File: src/include/rf_ecc_defs.svh
// Sizes of the ECC-protected register file and the address width of its status block
// Included by the packages and by any module that sizes a port from these values

`ifndef RF_ECC_DEFS_SVH
`define RF_ECC_DEFS_SVH

// Number of general purpose registers, x0 included
`define RF_DEPTH 32

// Data bits per register
`define RF_DATA_W 32

// Check bits per register
`define RF_ECC_W 6

// Full codeword with the check bits stacked above the data bits
`define RF_CW_W 38

// Inversion applied to the raw parity so that a zero register encodes to 6'h2a
`define RF_ZERO_ECC 6'h2a

// Byte address width of the AXI4-Lite status block
`define CSR_ADDR_W 4

`endif

File: src/source/rf_ecc_pkg.sv
// Codeword types and the check-bit encoder shared by the register storage and the read checkers
// Modules pull these in with a wildcard import in their header
`default_nettype none
`include "rf_ecc_defs.svh"

package rf_ecc_pkg;

  typedef logic [`RF_DATA_W-1:0]        rf_data_t;
  typedef logic [`RF_ECC_W-1:0]         rf_ecc_t;
  typedef logic [$clog2(`RF_DEPTH)-1:0] rf_addr_t;

  // Check bits occupy the top of the word, data the bottom
  typedef struct packed {
    rf_ecc_t  ecc;
    rf_data_t data;
  } rf_codeword_t;

  // Encoded form of a zero register, which is also the reset value
  localparam rf_codeword_t RF_CW_ZERO = '{ecc: `RF_ZERO_ECC, data: '0};

  // Data bit idx takes the idx-th check-width value of weight two or more, counting upward
  // Distinct columns of weight >= 2 keep every single and double flip off a zero syndrome
  function automatic rf_ecc_t rf_ecc_column(input int unsigned idx);
    rf_ecc_t     col;
    rf_ecc_t     cand;
    int unsigned seen;
    col  = '0;
    seen = 0;
    for (int v = 0; v < (1 << `RF_ECC_W); v++) begin
      cand = rf_ecc_t'(v);
      if ($countones(cand) >= 2) begin
        if (seen == idx) col = cand;
        seen++;
      end
    end
    return col;
  endfunction

  // Check bit k is the XOR of every data bit whose column has bit k set
  function automatic rf_ecc_t rf_ecc_compute(input rf_data_t data);
    rf_ecc_t parity;
    rf_ecc_t col;
    parity = '0;
    for (int i = 0; i < `RF_DATA_W; i++) begin
      col = rf_ecc_column(i);
      for (int k = 0; k < `RF_ECC_W; k++) begin
        if (col[k]) parity[k] = parity[k] ^ data[i];
      end
    end
    // Inverted bits keep all-zero and all-one words out of the legal code
    return parity ^ `RF_ZERO_ECC;
  endfunction

endpackage

`default_nettype wire

File: src/source/rf_csr_pkg.sv
// Types of the AXI4-Lite status block: register offsets, responses and channel states
// Imported by the status block and by the top level for its response ports
`default_nettype none
`include "rf_ecc_defs.svh"

package rf_csr_pkg;

  // Byte offsets of the status registers
  typedef enum logic [`CSR_ADDR_W-1:0] {
    CSR_STATUS    = 4'h0,
    CSR_ERR_COUNT = 4'h4,
    CSR_ERR_INFO  = 4'h8,
    CSR_CTRL      = 4'hC
  } csr_reg_e;

  // Only the two responses this slave can give
  typedef enum logic [1:0] {
    AXI_OKAY   = 2'b00,
    AXI_SLVERR = 2'b10
  } axi_resp_e;

  // Write side collects AW and W, then holds B until accepted
  typedef enum logic {
    CSR_WR_IDLE,
    CSR_WR_RESP
  } csr_wr_state_e;

  // Read side takes one AR, then holds R until accepted
  typedef enum logic {
    CSR_RD_IDLE,
    CSR_RD_RESP
  } csr_rd_state_e;

endpackage

`default_nettype wire

File: src/source/rf_alert_csr.sv
// AXI4-Lite status block: sticky major alert, saturating error count and last-error record
// Fed by the two read checkers; CTRL bit 0 clears everything
`timescale 1ns/1ps
`default_nettype none
`include "rf_ecc_defs.svh"

module rf_alert_csr
  import rf_ecc_pkg::*;
  import rf_csr_pkg::*;
(
  input  logic                   clk_i,
  input  logic                   rst_ni,
  input  logic                   re_a,
  input  logic                   err_a,
  input  rf_addr_t               raddr_a,
  input  rf_ecc_t                syndrome_a,
  input  logic                   re_b,
  input  logic                   err_b,
  input  rf_addr_t               raddr_b,
  input  rf_ecc_t                syndrome_b,
  input  logic [`CSR_ADDR_W-1:0] awaddr,
  input  logic                   awvalid,
  output logic                   awready,
  input  logic [31:0]            wdata,
  input  logic [3:0]             wstrb,
  input  logic                   wvalid,
  output logic                   wready,
  output axi_resp_e              bresp,
  output logic                   bvalid,
  input  logic                   bready,
  input  logic [`CSR_ADDR_W-1:0] araddr,
  input  logic                   arvalid,
  output logic                   arready,
  output logic [31:0]            rdata,
  output axi_resp_e              rresp,
  output logic                   rvalid,
  input  logic                   rready,
  output logic                   alert_major_o
);

  logic                   qual_a;
  logic                   qual_b;
  logic [1:0]             n_err;
  logic [15:0]            err_count;
  logic [15:0]            count_base;
  logic [16:0]            count_sum;
  logic                   last_port;
  rf_addr_t               last_addr;
  rf_ecc_t                last_syn;
  csr_wr_state_e          wr_state;
  csr_rd_state_e          rd_state;
  logic                   aw_got;
  logic                   w_got;
  logic [`CSR_ADDR_W-1:0] awaddr_q;
  logic [31:0]            wdata_q;
  logic [3:0]             wstrb_q;
  logic                   wr_fire;
  logic                   wr_ok;
  logic                   clr;
  logic [31:0]            rd_value;
  axi_resp_e              rd_resp;

  // A checker error only counts when its port is really reading
  assign qual_a = re_a && err_a;
  assign qual_b = re_b && err_b;
  assign n_err  = {1'b0, qual_a} + {1'b0, qual_b};

  // Write is carried out in the cycle both halves are held
  assign wr_fire = (wr_state == CSR_WR_IDLE) && aw_got && w_got;

  always_comb begin
    wr_ok = 1'b0;
    clr   = 1'b0;
    // CTRL is the only writable offset and everything else answers SLVERR
    case (awaddr_q)
      CSR_CTRL: begin
        wr_ok = 1'b1;
        clr   = wr_fire && wstrb_q[0] && wdata_q[0];
      end
      default: ;
    endcase
  end

  // A clear in the same cycle as an error restarts the count from the new errors
  assign count_base = clr ? '0 : err_count;
  assign count_sum  = {1'b0, count_base} + 17'(n_err);

  always_ff @(posedge clk_i) begin
    if (!rst_ni) begin
      alert_major_o <= 1'b0;
      err_count     <= '0;
      last_port     <= 1'b0;
      last_addr     <= '0;
      last_syn      <= '0;
    end else begin
      alert_major_o <= qual_a || qual_b || (alert_major_o && !clr);
      err_count     <= count_sum[16] ? 16'hffff : count_sum[15:0];
      // Port A wins the record when both ports fail together
      if (qual_a) begin
        last_port <= 1'b0;
        last_addr <= raddr_a;
        last_syn  <= syndrome_a;
      end else if (qual_b) begin
        last_port <= 1'b1;
        last_addr <= raddr_b;
        last_syn  <= syndrome_b;
      end else if (clr) begin
        last_port <= 1'b0;
        last_addr <= '0;
        last_syn  <= '0;
      end
    end
  end

  // Captured AW and W payloads
  always_ff @(posedge clk_i) begin
    if (awvalid && awready) awaddr_q <= awaddr;
    if (wvalid && wready) begin
      wdata_q <= wdata;
      wstrb_q <= wstrb;
    end
  end

  // Write channel FSM taking AW and W independently, one of each
  always_ff @(posedge clk_i) begin
    if (!rst_ni) begin
      wr_state <= CSR_WR_IDLE;
      awready  <= 1'b0;
      wready   <= 1'b0;
      aw_got   <= 1'b0;
      w_got    <= 1'b0;
      bvalid   <= 1'b0;
      bresp    <= AXI_OKAY;
    end else begin
      case (wr_state)
        CSR_WR_IDLE: begin
          if (awvalid && awready) begin
            aw_got  <= 1'b1;
            awready <= 1'b0;
          end else begin
            awready <= !aw_got;
          end
          if (wvalid && wready) begin
            w_got  <= 1'b1;
            wready <= 1'b0;
          end else begin
            wready <= !w_got;
          end
          if (wr_fire) begin
            bvalid   <= 1'b1;
            bresp    <= wr_ok ? AXI_OKAY : AXI_SLVERR;
            wr_state <= CSR_WR_RESP;
          end
        end
        CSR_WR_RESP: begin
          // Nothing new is accepted while B is stalled
          if (bready) begin
            bvalid   <= 1'b0;
            aw_got   <= 1'b0;
            w_got    <= 1'b0;
            wr_state <= CSR_WR_IDLE;
          end
        end
        default: wr_state <= CSR_WR_IDLE;
      endcase
    end
  end

  always_comb begin
    rd_value = '0;
    rd_resp  = AXI_OKAY;
    case (araddr)
      CSR_STATUS:    rd_value = {30'd0, last_port, alert_major_o};
      CSR_ERR_COUNT: rd_value = {16'd0, err_count};
      CSR_ERR_INFO:  rd_value = {18'd0, last_syn, 3'd0, last_addr};
      // CTRL is write-to-act and reads back as zero
      CSR_CTRL:      rd_value = '0;
      default:       rd_resp = AXI_SLVERR;
    endcase
  end

  // Read channel FSM serving one AR at a time
  always_ff @(posedge clk_i) begin
    if (!rst_ni) begin
      rd_state <= CSR_RD_IDLE;
      arready  <= 1'b0;
      rvalid   <= 1'b0;
      rdata    <= '0;
      rresp    <= AXI_OKAY;
    end else begin
      case (rd_state)
        CSR_RD_IDLE: begin
          if (arvalid && arready) begin
            arready  <= 1'b0;
            rvalid   <= 1'b1;
            rdata    <= rd_value;
            rresp    <= rd_resp;
            rd_state <= CSR_RD_RESP;
          end else begin
            arready <= 1'b1;
          end
        end
        CSR_RD_RESP: begin
          if (rready) begin
            rvalid   <= 1'b0;
            rd_state <= CSR_RD_IDLE;
          end
        end
        default: rd_state <= CSR_RD_IDLE;
      endcase
    end
  end

  // Responses stay up with a steady payload until the master takes them
  a_bvalid_hold: assert property (@(posedge clk_i) disable iff (!rst_ni)
    (bvalid && !bready) |=> (bvalid && $stable(bresp)));

  a_rvalid_hold: assert property (@(posedge clk_i) disable iff (!rst_ni)
    (rvalid && !rready) |=> (rvalid && $stable(rdata) && $stable(rresp)));

  // The alert only ever rises on the edge after a read that failed its check
  a_alert_cause: assert property (@(posedge clk_i) disable iff (!rst_ni)
    $rose(alert_major_o) |-> $past(qual_a || qual_b));

endmodule

`default_nettype wire

File: config.mk
export PLATFORM = sky130hd
export DESIGN_NAME = rf_alert_csr
export DESIGN_NICKNAME = d
export VERILOG_FILES = /design/src/source/rf_ecc_pkg.sv /design/src/source/rf_csr_pkg.sv /design/src/source/rf_alert_csr.sv
export VERILOG_INCLUDE_DIRS = /design/src /design/src/include
export SDC_FILE = /design/constraint.sdc
export NUM_CORES = 1
export LEC_CHECK = 0
export BUFFER_PORTS_ARGS = -buffer_cell sky130_fd_sc_hd__clkbuf_2
export CAP_MARGIN = 20
export CELL_PAD_IN_SITES_DETAIL_PLACEMENT = 1
export CELL_PAD_IN_SITES_GLOBAL_PLACEMENT = 1
export CORE_AREA = 2 2 82 100
export CTS_CLUSTER_DIAMETER = 200
export CTS_CLUSTER_SIZE = 12
export DETAILED_ROUTE_END_ITERATION = 12
export DIE_AREA = 0 0 84 102
export HOLD_SLACK_MARGIN = 0.15
export MAX_ROUTING_LAYER = met4
export PLACE_DENSITY = 0.87
export SLEW_MARGIN = 40
export SYNTH_ARGS = -nofsm -noshare
export SYNTH_HDL_FRONTEND = slang
export SYNTH_SLANG_ARGS = --single-unit
File: constraint.sdc
create_clock -name clk_i -period 4.2 [get_ports clk_i]
set_input_delay 0.84 -clock clk_i [delete_from_list [all_inputs] [get_ports clk_i]]
set_output_delay 0.84 -clock clk_i [all_outputs]
set_load 0.1 [all_outputs]
==> impl_metrics.ini <==
[status]
status = finished, final reports clean

[synthesis]
ys_seq_area_frac = 0.470
synthCells = 284
syn_area_um2 = 2770
yosysTopAreaCellShare = 0.405
yosysUniqueCellTypes = 46
syn_avg_cell_area_um2 = 9.75
yosysWarnings = 0
synth_top_cell_by_area = dfxtp_1
synth_area_leaders = dfxtp_1 41%, edfxtp_1 6.5%, buf_4 4.9%
ys_ff_latch = 62

[detailed_routing]
dr.pass1.iters = 4
drt_iter0_drc = 128
ant_nets = 0
vias = 2328
drc_errors = 0
routed_wl_um = 6950
viasPerCell = 5.26
routedWlPerCell_um = 15.7

[finish]
design_area_um2 = 3300
fillers = 919
layout-drive-gt1-share = 0.262
final_common_cell = clkbuf_2
final_cells = 443
syn2layout_area_growth_pct = 19.1
final_cell_mix = 66 x clkbuf_2, 56 x dfxtp_1, 28 x nand2_1
antenna_cells = 0
fin_nets = 425

[global_route]
grt_antenna_before_repair = 0
grt_pass1_wl_um = 11400
grt.overflow.total = 0
grtUsageTotal = 0.175
grt_max_degree = 31
grt_pass1_vias = 2429

[clock_network]
insertion_delay_ns = 0.34
clock-sinks = 62
root_buffer = clkbuf_8
clock_path_buffers = 2
post_cts_buffers = 0
htree_levels = 3
post_cts_resized = 0
cts_tree = yes
cts_inserted_buffers = 9
path_clk_slew_ns = 0.06
cts_hold_buffers = 0

[floorplanning]
rows = 35
ios = 119
dieWidth_um = 84
core_area_um2 = 7580
fp.dieH_um = 102
initial_core_util = 0.365
die-area_um2 = 8570

[place]
portBuffers = 66
dp.cells = 427
gp_congestion = 0.850
dp_hpwl_um = 5180
placed_cell_area_um2 = 3090

[worst_setup_path]
regToRegSetupSlack_ns = 1.24
rr_worst_depth = 10
arrival_ns = 3.39
crit_fanout = 13
end_kind = flop
timing.rr.start = awaddr_q[2]$_DFFE_PP_
crit_type = in2reg
crit_path_start_kind = input port
worstPathRequired_ns = 4.45
timing.rr.end = err_count[11]$_SDFF_PN0_

[power_and_ir_drop]
sw_frac_of_total = 0.295
p_per_area_nw_per_um2 = 431
power_frac_clock = 0.394
ir_drop_mv = 0.265
total_leakage_power_uw = 0.00139
intPower_uw = 1000
p_seq_frac = 0.448
p_sw_uw = 420
pwr-share-comb = 0.158

[flow_run]
cap_viol_max_count = 0

[sta]
rsz0062_at_grt = no
fin_crit_ns = 3.14
final.setup.tns_ns = 0
worst-slew-pin-transition_ns = 0.709
period_share = 0.748
fin_skew_ns = 0.00972
slew_viol_final = 0
clock.fmax_ghz = 0.318
hold_viol_final = 0
max_slew_margin = 0.525
finalSetupViolations = 0
whs_ns = 0.456

[hold_path]
hold_class = reg2reg
hold_depth = 2
min-delay-start = rdata[2]$_SDFFE_PN0P_
hold_end = rdata[2]$_SDFFE_PN0P_
-- kinds of logic (layout without fill, tap and decap cells) --
kind of cell / after synthesis / count (layout) / share of synthesized area
multiplexers: 3 / 3 / 0.0109
AND/OR/NAND/NOR: 96 / 96 / 0.212
XOR/XNOR: 9 / 9 / 0.0285
flip-flops: 62 / 62 / 0.470
AO/OA/AOI/OAI: 73 / 73 / 0.187
adder cells (fa/ha/maj): 2 / 2 / 0.0118
buffers and inverters: 38 / 88 / 0.0787
other: 1 / 18 / 0.00135
-- sequential cells by signal (all words and copies together) (netlist names) --
name           cells
alert_major_o      1
wdata_q            1
wr_state           1
last_syn           6
rresp              1
awaddr_q           4
err_count         16
arready            1
rvalid             1
rd_state           1
bvalid             1
wready             1
wstrb_q            1
bresp              1
awready            1
aw_got             1
rdata             16
last_addr          5
last_port          1
w_got              1
-- worst max-delay path: stages --
cell,delay [ns]
clkbuf_2,0.09
and2_1,0.42
inv_1,0.16
fa_1,0.47
inv_1,0.08
ha_1,0.27
nand4_4,0.18
nor2_1,0.33
nand3_2,0.29
a21oi_1,0.25
-- cell type report --
class	count	area, um2	share of cell area
clock buffer	11	131	0.0399
clock inverter	5	73.8	0.0224
inverter	6	22.5	0.00683
multi-input combinational	201	1320	0.401
sequential	62	1300	0.395
tap	92	115	0.0349
timing repair buffer	66	330	0.100
-- Yosys cell counts (all sizes together) --
cell	count
a2111oi	1
a21boi	2
a21oi	17
a222oi	11
a22o	6
a22oi	9
a31o	1
a31oi	2
and2	6
and3	3
and3b	2
and4	1
and4b	2
and4bb	1
buf	24
clkbuf	8
conb	1
dfxtp	56
edfxtp	6
fa	1
ha	1
inv	6
mux2i	3
nand2	28
nand3	9
nand4	4
nor2	11
nor2b	20
nor3	2
nor3b	2
nor4	2
nor4b	1
o211a	3
o21a	6
o21ai	15
or2	1
or3	1
xnor2	3
xor2	6
-- worst max-delay path by stage --
| stage | start | endpoint | slack [ns] | cells past startpoint |
|---|---|---|---|---|
| after global placement | re_a | err_count[13]$_SDFF_PN0_ | 0.80 | 10 |
| after global routing | re_a | err_count[11]$_SDFF_PN0_ | 0.89 | 10 |
| after floorplan | re_a | err_count[2]$_SDFF_PN0_ | 1.17 | 10 |
| after CTS | re_a | err_count[11]$_SDFF_PN0_ | 1.06 | 10 |
| after detailed placement | re_a | err_count[13]$_SDFF_PN0_ | 0.75 | 10 |
| final | re_a | err_count[11]$_SDFF_PN0_ | 1.06 | 10 |
-- stage by stage --
step / power, uW / utilization / setup slack [ns]
2_1_floorplan: 838 / - / 1.17
3_3_place_gp: 865 / 0.407 / 0.802
3_5_place_dp: 874 / 0.408 / 0.755
4_1_cts: 1430 / 0.435 / 1.06
5_1_grt: 1470 / 0.435 / 0.885
6_report: 1420 / 0.435 / 1.06
-- layer usage --
| metal | global-route usage | vias to the layer above | part of all wire |
|---|---|---|---|
| li1 | - | 1115 | - |
| met4 | 0.118 | 0 | 0.035 |
| met1 | 0.170 | 1129 | 0.38 |
| met2 | 0.313 | 65 | 0.54 |
| met5 | - | - | 0 |
| met3 | 0.0380 | 19 | 0.045 |
-- power by group through the flow --
stage	Sequential, uW	Combinational, uW	Clock, uW
floorplan	694	145	0
global placement	648	217	0
detailed placement	650	223	0
CTS	637	225	564
global route	639	239	589
finish	637	224	560
No activity file was read; power rests on OpenSTA's default activity.
